<file path="src/barrett_pkg.sv">
// ~~~~~~~~~~~~~~~~~~~~
// Barrett reduction shared widths, depths and product word type
// ~~~~~~~~~~~~~~~~~~~~
package barrett_pkg;

  // Operand and result widths
  localparam int DATA_W = 64;  // x, mu and remainder path
  localparam int MOD_W  = 32;  // Legal modulus range, upper m bits zero

  // Pipeline depths
  localparam int MUL_STAGES = 3;                   // Registers inside mul_pipe
  localparam int CORE_LAT   = 2 * MUL_STAGES + 2;  // Two multipliers, subtract, correct

  // Result buffering and credits
  localparam int CNT_W = 3;  // Holds 0..FIFO_DEPTH
  localparam logic [CNT_W-1:0] FIFO_DEPTH = 3'd4;

  // Full multiplier output, read as one word or as two halves
  typedef union packed {
    logic [2*DATA_W-1:0] word;
    struct packed {
      logic [DATA_W-1:0] hi;  // Quotient estimate from x*mu
      logic [DATA_W-1:0] lo;  // q*m, fits since q*m <= x
    } half;
  } prod_u;

endpackage : barrett_pkg

</file>
<file path="src/barrett_out_port.sv">
// ~~~~~~~~~~~~~~~~~~~~
// Result FIFO and four-phase sender toward consumer
// ~~~~~~~~~~~~~~~~~~~~
`timescale 1ns/1ps

module barrett_out_port (
  input  logic                           clk_i,
  input  logic                           rst_ni,
  input  logic                           res_valid_i,  // Write strobe from core
  input  logic [barrett_pkg::DATA_W-1:0] res_i,
  input  logic                           res_ack_i,
  output logic                           res_req_o,
  output logic [barrett_pkg::DATA_W-1:0] res_o,
  output logic                           pop_o         // Credit return
);

  logic [barrett_pkg::DATA_W-1:0] mem [barrett_pkg::FIFO_DEPTH];
  logic [barrett_pkg::CNT_W-2:0]  wr_ptr_q, rd_ptr_q;  // Wrap at power of two depth
  logic [barrett_pkg::CNT_W-1:0]  fill_q;
  logic                           wait_low_q;  // Ack still high after pop
  logic                           do_pop;

  // Consumer took the head entry
  assign do_pop = res_req_o && res_ack_i;

  always_ff @(posedge clk_i) begin
    if (res_valid_i) begin
      mem[wr_ptr_q] <= res_i;
    end
  end

  // Head entry, rd_ptr only moves when req drops
  assign res_o = mem[rd_ptr_q];

  // Pointers and fill level
  always_ff @(posedge clk_i or negedge rst_ni) begin
    if (!rst_ni) begin
      wr_ptr_q <= '0;
      rd_ptr_q <= '0;
      fill_q   <= '0;
    end else begin
      if (res_valid_i) wr_ptr_q <= wr_ptr_q + 1'b1;
      if (do_pop) rd_ptr_q <= rd_ptr_q + 1'b1;
      if (res_valid_i && !do_pop) begin
        fill_q <= fill_q + 1'b1;
      end else if (!res_valid_i && do_pop) begin
        fill_q <= fill_q - 1'b1;
      end
    end
  end

  // Sender FSM: idle, req high, wait for ack low
  always_ff @(posedge clk_i or negedge rst_ni) begin
    if (!rst_ni) begin
      res_req_o  <= 1'b0;
      wait_low_q <= 1'b0;
      pop_o      <= 1'b0;
    end else begin
      pop_o <= do_pop;
      if (do_pop) begin
        res_req_o  <= 1'b0;
        wait_low_q <= 1'b1;
      end else if (wait_low_q) begin
        if (!res_ack_i) wait_low_q <= 1'b0;  // Handshake back to zero
      end else if (!res_req_o && fill_q != '0) begin
        res_req_o <= 1'b1;  // Present head entry
      end
    end
  end

  // Credits keep the core from writing a full FIFO
  a_no_overflow: assert property (@(posedge clk_i) disable iff (!rst_ni)
    res_valid_i |-> (fill_q != barrett_pkg::FIFO_DEPTH));

endmodule : barrett_out_port

</file>
<file path="config.mk">
export PLATFORM = sky130hd
export DESIGN_NAME = barrett_out_port
export DESIGN_NICKNAME = d
export VERILOG_FILES = /design/src/barrett_pkg.sv /design/src/barrett_out_port.sv
export SDC_FILE = /design/constraint.sdc
export NUM_CORES = 1
export LEC_CHECK = 0
export BUFFER_PORTS_ARGS = -buffer_cell sky130_fd_sc_hd__buf_2
export CAP_MARGIN = 10
export CORE_ASPECT_RATIO = 1.5
export CORE_MARGIN = 4
export CORE_UTILIZATION = 55
export CTS_BUF_LIST = sky130_fd_sc_hd__clkbuf_8
export CTS_CLUSTER_DIAMETER = 40
export DETAILED_ROUTE_END_ITERATION = 10
export GPL_TIMING_DRIVEN = 1
export MAX_ROUTING_LAYER = met4
export PLACE_DENSITY = 0.87
export SLEW_MARGIN = 10
export SYNTH_ARGS = -nofsm -noshare
export SYNTH_HDL_FRONTEND = slang
export SYNTH_SLANG_ARGS = --single-unit
</file>
<file path="constraint.sdc">
create_clock -name clk_i -period 4.4 [get_ports clk_i]
set_input_delay 0.44 -clock clk_i [delete_from_list [all_inputs] [get_ports clk_i]]
set_output_delay 0.44 -clock clk_i [all_outputs]
set_load 0.01 [all_outputs]
</file>
# Word level (Yosys, flattened, before mapping)

Memories as Yosys holds them, arrays and structs flattened.
Index checks and enable logic that the tools add are counted.

Add/subtract/negate cells: 4
Muxes and demuxes: 10
Equality and inequality tests: 1
Reductions and logical operators: 11

Operators with widths:

| kind                | count |
|---|---|
| $mux 1              | 8 |
| $mux 3              | 2 |
| $add 2x1->2 const B | 2 |
| $logic_and 1x1->1   | 4 |
| $reduce_bool 2->1   | 2 |
| $add 3x1->3 const B | 1 |
| $logic_not 1->1     | 3 |
| $reduce_bool 3->1   | 1 |
| $sub 3x1->3 const B | 1 |
| $ne 2x1->1 const B  | 1 |
| $reduce_and 2->1    | 1 |

Flip-flop bits (word level): 10
Word-level logic and storage cells: 33
Bits of input ports: 68
Output and inout port bits: 66
Memories kept: 1
Bits in writable memories: 256

Memory list:

| name | depth | width | rd ports | clocked after memory_dff | write ports | RTL line               | source |
|---|---|---|---|---|---|---|---|
| mem  | 4     | 64    | 1        | 0                        | 1           | barrett_out_port.sv:17 | `logic [barrett_pkg::DATA_W-1:0] mem [barrett_pkg::FIFO_DEPTH];` |

# Depth between registers and ports, before layout

Depth after elaboration: 5
Mapped depth: 7
Mapped depth without buffers: 7

# Worst setup path after synthesis

No wires, ideal clock.

Kind: flip-flop to flip-flop
Start point: register wr_ptr_q[0] in the netlist's numbering
End point: memory mem[0][0] in the netlist's numbering (enable)
Setup time: 429 ps
Slack: 1,845 ps
Buffers on the path: 0
Arrival time: 2,126 ps
Stages on the path, launching flop included: 4
Period minus slack after synthesis: 2,555 ps
Path through: dfrtp_1 inv_1 ha_1 and2_1

RTL lines:

| element                  | RTL line               | source |
|---|---|---|
| start: declaration       | barrett_out_port.sv:18 | `logic [barrett_pkg::CNT_W-2:0] wr_ptr_q, rd_ptr_q;` |
| start signal: assignment | barrett_out_port.sv:42 | `if (res_valid_i) wr_ptr_q <= wr_ptr_q + 1'b1;` |
| end: declaration         | barrett_out_port.sv:17 |  |

Straight into the memory's write port.

# Worst setup path in the final report

Start point: register rd_ptr_q[0] in the netlist's numbering
End point: output port res_o[45] in the netlist's numbering

Cells in the longest elaborated chain, start to end: 1

Ends and longest elaborated chain:

| element                  | RTL line               | source |
|---|---|---|
| start: declaration       | barrett_out_port.sv:18 |  |
| start signal: assignment | barrett_out_port.sv:43 | `if (do_pop) rd_ptr_q <= rd_ptr_q + 1'b1;` |
| $mem_v2 4x64             | n/a                    |  |
| end: declaration         | barrett_out_port.sv:13 | `output logic [barrett_pkg::DATA_W-1:0] res_o,` |

No other way between the ends.

==> out/results.ini <==
[global_routing]
gr-total-overflow=0
grt_antenna_before_repair=2
grt_pass1_vias=4809
gr-usage-all-layers_pct=18.3
grt_first_pass_wirelength_mm=26.6
grt_max_degree=66

[place]
dp_hpwl_mm=10.1
globalplace.congestion=0.741
dp_cells=707
port_buffers=133

[synth]
synth_area_um2=9720
synthAdderAreaFrac_pct=0.850
synth_most_common_cell=edfxtp_1
synth.top_cell.area_share_pct=79.1
synth_seq_cells=266
seq_area_frac_synth_pct=81.7
synthMuxAreaShare_pct=14.9
synth_top_area_cell=edfxtp_1
ys_warn_count=0
syn_avg_cell_area_um2=26.0
synthTopCellsByArea=edfxtp_1 79%, mux4_2 15%, dfrtp_1 2.6%
synth-main-ff-cell=edfxtp_1
synth-xor-area-share_pct=0.541
synth_top_cells_by_count=256 x edfxtp_1, 64 x mux4_2, 10 x dfrtp_1
synth_cells=374
synthArstFlopShare_pct=3.76
yosys.area_share.simple_pct=0.541
synth_fp_nets=448
synth_cell_types=22
synth_top_family_by_area=multiplexers
synth_compound_area_share_pct=0.206
synth-edff-count=256

[setup_path]
critPathRequiredTime_ns=3.96
slowest_delay_ns=0.81
crit_slowest_cell=dfrtp_4
timing.rr.end=mem[2][50]
rrSetupSlack_ns=2.53
cp-end-kind=output port
reg2reg_depth=3
cp-start-kind=register
worstPathArrival_ns=2.46
path_cells=buf_12 > mux4_2 > buf_2
crit_fanout=37
critical_path_class=register to output port
reg2reg_from=wr_ptr_q[0]

[power]
internal-power_w=0.00516
power_frac_clock_pct=23.0
powerDensity_nw_per_um2=646
pwr-share-seq_pct=50.3
leakagePower_nw=3.93
ir_drop_mv=0.429
pwr-share-comb_pct=26.7
sw_frac_of_total_pct=29.1
switching_power_w=0.00211

[route]
drt.antenna.violating_nets=0
via_per_inst=5.57
dr.pass1.iters=4
routedWlPerCell_um=21.8
routed_wl_mm=16.9
drc=0
drt_iter0_drc=265
vias=4330

[job]
drv_cap=0

[floorplanning]
die_w_um=117
die_area_um2=19900
placementRows=59
coreArea_um2=17300
die_h_um=171
io_pins=134
initial_utilization_pct=56.0

[timing]
setup_tns_ns=0
rsz0062_at_grt=no
clock_skew_ns=0.00945
max_freq_mhz=345
slew_headroom_pct=34.8
hold_violations=0
finalSetupViolations=0
slew_viol_final=0
worstMarginPinSlew_ns=0.978
period_share_pct=65.9
period_needed_ns=2.90

[min_path]
holdPathStages=1
holdPathEnd=mem[3][5]
hp-class=input port to register
min-delay-start=res_i[5]

[clocking]
clk_path_buf_depth=3
cts-buffers-inserted=38
ctsResizeCount=0
cts_tree=built
clk_latency_ns=0.50
clock_sinks=266
cts.htree.levels=2
holdBufCountCts=1
root_buffer=clkbuf_8
cts_setup_buffers=0
cts.clk_slew.worst_paths_ns=0.06

[cells_and_area]
syn2layout_area_growth_pct=15.9
nets=609
drive_gt1_share_pct=44.6
fin_cells=777

[status]
status=complete, no violations

through the flow:
| stage | util [%] | worst slack, ns | hold WS (ns) | area [um^2] | power (W) |
|---|---|---|---|---|---|
| 2_1_floorplan | - | 1.85 | 0.144 | 9720 | 0.00495 |
| 3_3_place_gp | 61.0 | 1.97 | 0.304 | 10600 | 0.00563 |
| 3_5_place_dp | 61.0 | 1.97 | 0.319 | 10600 | 0.00572 |
| 4_1_cts | 64.9 | 1.41 | 0.120 | 11300 | 0.00739 |
| 5_1_grt | 64.9 | 1.31 | 0.125 | 11300 | 0.00768 |
| 6_report | 64.9 | 1.50 | 0.153 | 11300 | 0.00727 |
routing by layer:
metal	GRT usage (%)	wire length [um]	part of all wire, %	vias up
met1	23.2	6400	38	2239
met2	29.4	9230	55	124
met3	2.97	665	3.9	44
met4	8.43	631	3.7	0
met5	-	0	0	-
li1	-	-	-	1923
registers in the layout, indices dropped and copies added, names as in the netlist:
| name | cells |
|---|---|
| wr_ptr_q | 2 |
| wait_low_q | 1 |
| fill_q | 3 |
| res_req_o | 1 |
| pop_o | 1 |
| rd_ptr_q | 2 |
| mem | 256 |
cells by family after synthesis:
logic type,after synthesis
adder cells (fa/ha/maj),6
flip-flops,266
multiplexers,65
AO/OA/AOI/OAI,3
XOR/XNOR,6
AND/OR/NAND/NOR,10
buffers and inverters,18
cells in the final DEF, fill, tap and decap left out, types with 2 or more instances in the layout:
cell / synthesis / routed
xnor2_1: 3 / 3
ha_1: 5 / 5
inv_1: 4 / 16
edfxtp_1: 256 / 256
diode_2: 0 / 4
clkinv_1: 0 / 8
clkinv_2: 0 / 4
dfrtp_4: 0 / 2
clkbuf_8: 0 / 41
xor2_1: 3 / 3
dfrtp_1: 10 / 8
nand2_1: 2 / 2
buf_2: 6 / 133
mux4_2: 64 / 64
and2_4: 0 / 4
final cells by class:
type	count	area, um^2
diodes	4	10.0
flip-flops and latches	266	7950
repair buffers	135	696
clock inverters	24	95.1
inverters	4	15.0
well taps	213	267
clock buffers	41	564
multi-input cells	90	1670
fillers	1120	6090
critical path: cells and delay by family, from the launching register on:
| family | cells | cell delay [ns] |
|---|---|---|
| buffers and inverters | 2 | 0.53 |
| multiplexers | 1 | 0.58 |
| flip-flops | 1 | 0.81 |
power by group through the flow:
| stage | registers [W] | clock network (W) | logic [W] |
|---|---|---|---|
| floorplan | 0.00348 | 0 | 0.00147 |
| global placement | 0.00368 | 0 | 0.00195 |
| detailed placement | 0.00373 | 0 | 0.00199 |
| CTS | 0.00367 | 0.00172 | 0.00200 |
| global route | 0.00372 | 0.00186 | 0.00209 |
| finish | 0.00366 | 0.00167 | 0.00194 |
worst max-delay path by stage:
stage	start	end	slack, ns
floorplan	wr_ptr_q[0]	mem[0][0]	1.85
global placement	rd_ptr_q[0]	res_o[45]	1.97
detailed placement	rd_ptr_q[0]	res_o[47]	1.97
CTS	rd_ptr_q[0]	res_o[47]	1.41
global route	rd_ptr_q[0]	res_o[45]	1.31
finish	rd_ptr_q[0]	res_o[45]	1.50
Power figures use the tool's default switching activity.
