## config.mk

```make
export PLATFORM = sky130hd
export DESIGN_NAME = barrett_in_port_flat
export DESIGN_NICKNAME = d
export VERILOG_FILES = /design/src/barrett_pkg.sv /design/src/barrett_op_if.sv /design/src/barrett_in_port.sv /design/src/flat_wrapper.sv
export SDC_FILE = /design/constraint.sdc
export NUM_CORES = 1
export LEC_CHECK = 0
export BUFFER_PORTS_ARGS = -buffer_cell sky130_fd_sc_hd__buf_2
export CAP_MARGIN = 10
export CORE_AREA = 2 2 150 152
export DETAILED_ROUTE_END_ITERATION = 12
export DIE_AREA = 0 0 152 154
export PLACE_DENSITY = 0.58
export SLEW_MARGIN = 25
export SYNTH_ARGS = -nofsm -noshare
export SYNTH_HDL_FRONTEND = slang
export SYNTH_SLANG_ARGS = --single-unit
```

## constraint.sdc

```tcl
create_clock -name clk_i -period 23.8 [get_ports clk_i]
set_clock_uncertainty 0.2 [all_clocks]
set_input_delay 4.76 -clock clk_i [delete_from_list [all_inputs] [get_ports clk_i]]
set_output_delay 4.76 -clock clk_i [all_outputs]
set_load 0.01 [all_outputs]
```

## src/barrett_pkg.sv

```systemverilog
// ~~~~~~~~~~~~~~~~~~~~
// Barrett reduction shared widths, depths and product word type
// ~~~~~~~~~~~~~~~~~~~~
package barrett_pkg;

  // Operand and result widths
  localparam int DATA_W = 64;  // x, mu and remainder path
  localparam int MOD_W  = 32;  // Legal modulus range, upper m bits zero

  // Pipeline depths
  localparam int MUL_STAGES = 3;                   // Registers inside mul_pipe
  localparam int CORE_LAT   = 2 * MUL_STAGES + 2;  // Two multipliers, subtract, correct

  // Result buffering and credits
  localparam int CNT_W = 3;  // Holds 0..FIFO_DEPTH
  localparam logic [CNT_W-1:0] FIFO_DEPTH = 3'd4;

  // Full multiplier output, read as one word or as two halves
  typedef union packed {
    logic [2*DATA_W-1:0] word;
    struct packed {
      logic [DATA_W-1:0] hi;  // Quotient estimate from x*mu
      logic [DATA_W-1:0] lo;  // q*m, fits since q*m <= x
    } half;
  } prod_u;

endpackage : barrett_pkg

```

## src/barrett_op_if.sv

```systemverilog
// ~~~~~~~~~~~~~~~~~~~~
// Operand bundle from input side to Barrett core
// ~~~~~~~~~~~~~~~~~~~~
`timescale 1ns/1ps

interface barrett_op_if;

  logic                          valid;  // One-cycle strobe, no ready
  logic [barrett_pkg::DATA_W-1:0] x;      // Dividend
  logic [barrett_pkg::DATA_W-1:0] m;      // Modulus, upper MOD_W bits zero
  logic [barrett_pkg::DATA_W-1:0] mu;     // floor(2^64 / m) from caller

  // Input side drives
  modport src (
    output valid,
    output x,
    output m,
    output mu
  );

  // Core samples
  modport snk (
    input valid,
    input x,
    input m,
    input mu
  );

endinterface : barrett_op_if

```

## src/barrett_in_port.sv

```systemverilog
// ~~~~~~~~~~~~~~~~~~~~
// Four-phase operand receiver with in-flight credit count
// ~~~~~~~~~~~~~~~~~~~~
`timescale 1ns/1ps

module barrett_in_port (
  input  logic                           clk_i,
  input  logic                           rst_ni,
  input  logic                           req_i,
  input  logic [barrett_pkg::DATA_W-1:0] x_i,
  input  logic [barrett_pkg::DATA_W-1:0] m_i,
  input  logic [barrett_pkg::DATA_W-1:0] mu_i,
  input  logic                           pop_i,  // One result left the FIFO
  output logic                           ack_o,
  barrett_op_if.src                      op
);

  logic [barrett_pkg::CNT_W-1:0] outstanding_q;  // Accepted, not yet popped
  logic                          accept;

  // New request, idle handshake and a free FIFO slot
  assign accept = req_i && !ack_o && (outstanding_q < barrett_pkg::FIFO_DEPTH);

  always_ff @(posedge clk_i or negedge rst_ni) begin
    if (!rst_ni) begin
      ack_o    <= 1'b0;
      op.valid <= 1'b0;
    end else begin
      op.valid <= accept;  // Strobe for exactly one cycle
      if (accept) begin
        ack_o <= 1'b1;
      end else if (ack_o && !req_i) begin
        ack_o <= 1'b0;  // Return to zero phase
      end
    end
  end

  // Credit counter
  always_ff @(posedge clk_i or negedge rst_ni) begin
    if (!rst_ni) begin
      outstanding_q <= '0;
    end else if (accept && !pop_i) begin
      outstanding_q <= outstanding_q + 1'b1;
    end else if (!accept && pop_i) begin
      outstanding_q <= outstanding_q - 1'b1;
    end
  end

  // Operand capture, stable until next accept
  always_ff @(posedge clk_i) begin
    if (accept) begin
      op.x  <= x_i;
      op.m  <= m_i;
      op.mu <= mu_i;
    end
  end

  // Ack only drops after producer released req
  a_ack_fall: assert property (@(posedge clk_i) disable iff (!rst_ni)
    $fell(ack_o) |-> !$past(req_i));

endmodule : barrett_in_port

```

## src/flat_wrapper.sv

```systemverilog
// flat-port wrapper written by rule: the top's interface ports become plain ports
module barrett_in_port_flat 
  (clk_i, rst_ni, req_i, x_i, m_i, mu_i, pop_i, ack_o, op_valid, op_x, op_m, op_mu);
  barrett_op_if op_i ();
  input  logic clk_i;
  input  logic rst_ni;
  input  logic req_i;
  input  logic [barrett_pkg::DATA_W-1:0] x_i;
  input  logic [barrett_pkg::DATA_W-1:0] m_i;
  input  logic [barrett_pkg::DATA_W-1:0] mu_i;
  input  logic pop_i;
  output logic ack_o;
  output wire logic [$bits(op_i.valid)-1:0] op_valid;
  output wire logic [$bits(op_i.x)-1:0] op_x;
  output wire logic [$bits(op_i.m)-1:0] op_m;
  output wire logic [$bits(op_i.mu)-1:0] op_mu;
  assign op_valid = op_i.valid;
  assign op_x = op_i.x;
  assign op_m = op_i.m;
  assign op_mu = op_i.mu;
  barrett_in_port u_core (.clk_i(clk_i), .rst_ni(rst_ni), .req_i(req_i), .x_i(x_i), .m_i(m_i), .mu_i(mu_i), .pop_i(pop_i), .ack_o(ack_o), .op(op_i));
endmodule
```

# After elaboration in Yosys (flattened, before gate mapping)
# Index checks and enable logic that the tools add are counted.
[word_totals]
ff_bits = 197
inputBits = 196
out_inout_bits = 194
word_cells = 24
[op_classes]
n_addsub = 2
n_lt_le_gt_ge = 1
mux = 4
reduce_logical = 11
[op_table]
columns = ["operator", "n"]
rows = [
  ["3-bit two-way mux", 2],
  ["1-bit logical AND", 5],
  ["1-bit logical NOT", 4],
  ["2-bit nonzero test", 2],
  ["3-bit by 1-bit adder with 3-bit output (second input constant)", 1],
  ["3-bit less-than comparator (second input constant)", 1],
  ["3-bit by 1-bit subtractor with 3-bit output (second input constant)", 1],
  ["1-bit two-way mux", 2],
]

# Logic depth before layout (Yosys ltp)
[depth]
word_depth = 7
depth_mapped = 7
mapped_depth_nobuf = 7

# Worst setup path after synthesis
# No wires, ideal clock.
[synth_timing]
path_type = "in2reg"
start = "in req_i"
end = "reg u_core.outstanding_q[2] (netlist bit)"
setup_ns = 0.079
arrival_ns = 21.093
required_time_ns = 23.521
setup_slack_ns = 2.428
path_stages = 7
n_path_buf = 0
cell_sequence = "nor3b_1 > ha_1 > inv_1 > fa_1 > xor2_1 > nor2_1 > xor2_1"
[synth_via]
elab_chain_len = 5
word_cells_on_any_way = 7
classes_between = "mux: 1; reduce/logical: 6"
[synth_rtl]
columns = ["element", "line", "source"]
rows = [
  ["start: declaration", "flat_wrapper.sv:7", "input logic req_i;"],
  ["1-bit logical AND (*) (2 in a row)", "barrett_in_port.sv:22", "assign accept = req_i && !ack_o && (outstanding_q < barrett_pkg::FIFO_DEPTH);"],
  ["1-bit logical NOT", "barrett_in_port.sv:44", "end else if (!accept && pop_i) begin"],
  ["1-bit logical AND", "barrett_in_port.sv:44", ""],
  ["2-bit nonzero test (no source line)", "n/a", ""],
  ["end signal: assignment", "barrett_in_port.sv:43", "outstanding_q <= outstanding_q + 1'b1;"],
  ["end signal: assignment", "barrett_in_port.sv:45", "outstanding_q <= outstanding_q - 1'b1;"],
  ["end: declaration", "barrett_in_port.sv:18", "logic [barrett_pkg::CNT_W-1:0] outstanding_q;"],
]
# Mark *: on every way between the ends. The rest lies on a longest branch, timed or not.
# A chain may end at the register's enable or synchronous reset.

# Worst setup path after layout
[layout_timing]
start = "in req_i"
end = "reg u_core.op.mu[17], enable pin"
[layout_via]
elab_chain_len = 2
[layout_rtl]
columns = ["element", "line", "source"]
rows = [
  ["1-bit logical AND (2 in a row)", "barrett_in_port.sv:22", ""],
  ["net u_core.accept", "barrett_in_port.sv:19", "logic accept;"],
  ["end signal: assignment", "barrett_in_port.sv:54", "op.mu <= mu_i;"],
  ["end: declaration", "barrett_op_if.sv:18", "output mu"],
]
# The timed path passes the listed nets, and every way through them passes these cells.

==> flow_summary.ini <==
[logic_synthesis]
syn_nets = 407
syn_inst = 209
synth.distinct_cells = 11
avgSynthCellArea_um2 = 28.66
syn_area_mm2 = 0.005991
ys_seq_elements = 197
synthTopCellsByArea = edfxtp_1, dfrtp_1, fa_1, xor2_1, ha_1
ys_warn_count = 0
ys_seq_area_share_pct = 98.33
yosys.area.top_type = edfxtp_1
synth_top_cell_area_share_pct = 96.24

[setup_path]
reg2reg_to = u_core.op.mu[17]
timing.rr.start = u_core.outstanding_q[2]
cp-end-kind = flip-flop
rrSetupSlack_ps = 21190
crit_arrival_ps = 6410
cp-start-kind = input port
crit_path_max_fanout = 79
reg2reg_depth = 3
crit_type = input port to flip-flop
cp.required_ps = 23640

[sta]
slew_headroom_pct = 35.23
slew_violations = 0
fin_setup_tns_ps = 0
min_period_ps = 6570
rsz0062_at_grt = false
fmax_mhz = 152.2
setup_viol = 0
setup_ws_ps = 17230
final_hold_viol_count = 0
min_period_over_period_pct = 27.61
worstMarginPinSlew_ps = 971.5

[final_layout]
nNetsFinal = 818
layout-drive-gt1-share_pct = 66.93
final_cell_area_mm2 = 0.008865
finish.utilization_pct = 40.87
final_cells = 913
syn_to_final_growth_pct = 47.97

[min_path]
hold_end = u_core.outstanding_q[0]
min_path_cells = 1
holdCritPathClass = flip-flop to flip-flop
hold_start = u_core.outstanding_q[0]

[detailed_routing]
finalWirelength_um = 15200
ant_nets = 0
vias_per_cell = 3.966
drc = 0
vias = 3621
dr.first_iter.drc_count = 206
wire_per_inst_um = 16.65
firstDrtPassIters = 4

[global_route]
grt_start_max_net_pins = 80
grt_pass1_vias = 3980
antenna_found_initial = 1
grtUsageTotal_pct = 12.66
grt-ovfl-total = 0
grt_pass1_wl_um = 22520

[place]
place.port_buffers = 389
post-place-ws_ps = 16780
placed_cell_area_mm2 = 0.008315
gp_congestion = 0.7585
place_hpwl_um = 11820
placedCellCount = 881

[die]
rows = 54
ios = 390
die_h_um = 154
die_area_mm2 = 0.02341
core_mm2 = 0.02169
start_util_pct = 27.62
dieWidth_um = 152

[clock_network]
cts_hold_buf = 0
cts_setup_buffers = 0
cts_buffers = 17
insertion_delay_ps = 410
clk_path_buf_depth = 2
cts.clk_slew.worst_paths_ps = 70
cts_resized = 0
cts_tree = done
ctsHtreeMaxLevel = 4
cts_root_buf = clkbuf_16
cts_sinks = 197

[power_and_ir_drop]
irDropWorstVdd_uv = 50.75
p_leak_nw = 3.701
power-per-cell-area_mw_per_mm2 = 97.59

[run]
maxCapViolations = 0

[run_status]
status = completed
[cell type report]
cell class | count | area (um^2)
Antenna cell | 1 | 2.502
Inverter | 3 | 11.26
Fill cell | 2025 | 12820
Clock inverter | 12 | 113.9
Sequential cell | 197 | 5891
Tap cell | 280 | 350.3
Timing Repair Buffer | 392 | 1969
Clock buffer | 19 | 432.9
Multi-Input combinational cell | 9 | 93.84
[report_power, final]
group	total (mW)	switching [mW]	internal [mW]
Sequential	0.467	0.0152	0.451
Combinational	0.131	0.0828	0.0477
Clock	0.268	0.130	0.138
[critical path, cell delays in order]
cell	delay, ps
buf_2	80
nor3b_2	180
buf_4	480
buf_4	830
[sequential cells by signal, summed over array words and instances (netlist names)]
register,cells
u_core.op.m,64
u_core.outstanding_q,3
u_core.op.mu,64
u_core.op.x,64
u_core.op.valid,1
u_core.ack_o,1
[worst max path at each step]
| stage | slack [ps] | start | endpoint | cells after the start |
|---|---|---|---|---|
| 2_1_floorplan | 2430 | req_i | u_core.outstanding_q[2] | 7 |
| 3_3_place_gp | 16870 | req_i | u_core.op.m[40] | 4 |
| 3_5_place_dp | 16780 | req_i | u_core.op.mu[17] | 4 |
| 4_1_cts | 17230 | req_i | u_core.op.mu[17] | 4 |
| 5_1_grt | 17070 | req_i | u_core.op.mu[13] | 4 |
| 6_report | 17230 | req_i | u_core.op.mu[17] | 4 |
[layer usage]
layer  GRT usage, %  wire length, um  vias to the layer above  part of all wire, %
met2          21.45             7691                      208                   51
li1               -                -                     1662                    -
met1          14.49             5927                     1732                   39
met3          5.045             1247                       19                  8.2
met5              0                0                        -                    0
met4          4.806              334                        0                  2.2
[cells in the mapped netlist, drive strengths merged]
| cell type | n |
|---|---|
| xnor2 | 1 |
| a21boi | 1 |
| ha | 1 |
| nor3b | 1 |
| inv | 3 |
| nor2 | 1 |
| edfxtp | 192 |
| mux2 | 1 |
| fa | 1 |
| dfrtp | 5 |
| xor2 | 2 |
[through the flow]
| step | total power [mW] | hold slack [ps] |
|---|---|---|
| floorplan | 0.5623 | 259.0 |
| global placement | 0.6037 | 288.4 |
| detailed placement | 0.6088 | 295.4 |
| CTS | 0.8797 | 308.5 |
| global route | 0.9072 | 333.7 |
| finish | 0.8651 | 300.0 |
[cells in the final DEF, fill, tap and decap left out]
cell type / count
buf_4: 3
inv_8: 4
ha_1: 1
mux2_2: 1
diode_2: 1
nor3b_2: 1
edfxtp_1: 192
buf_2: 389
nor2_1: 1
inv_6: 3
a21boi_0: 1
dfrtp_1: 5
clkinv_4: 4
xor2_1: 2
fa_1: 1
clkinvlp_4: 1
xnor2_1: 1
clkbuf_16: 17
clkbuf_1: 2
inv_1: 3
[logic make-up after synthesis]
| logic type | after synthesis | synth area share, % |
|---|---|---|
| AOI/OAI and AO/OA | 1 | 0.1254 |
| DFF | 197 | 98.33 |
| muxes | 1 | 0.1880 |
| adders and majority gates | 2 | 0.5430 |
| xor gates and xnor gates | 3 | 0.4387 |
| and+or+nand+nor | 2 | 0.1880 |
| buffers and inverters | 3 | 0.1880 |
No activity file was read; power rests on OpenSTA's default activity.
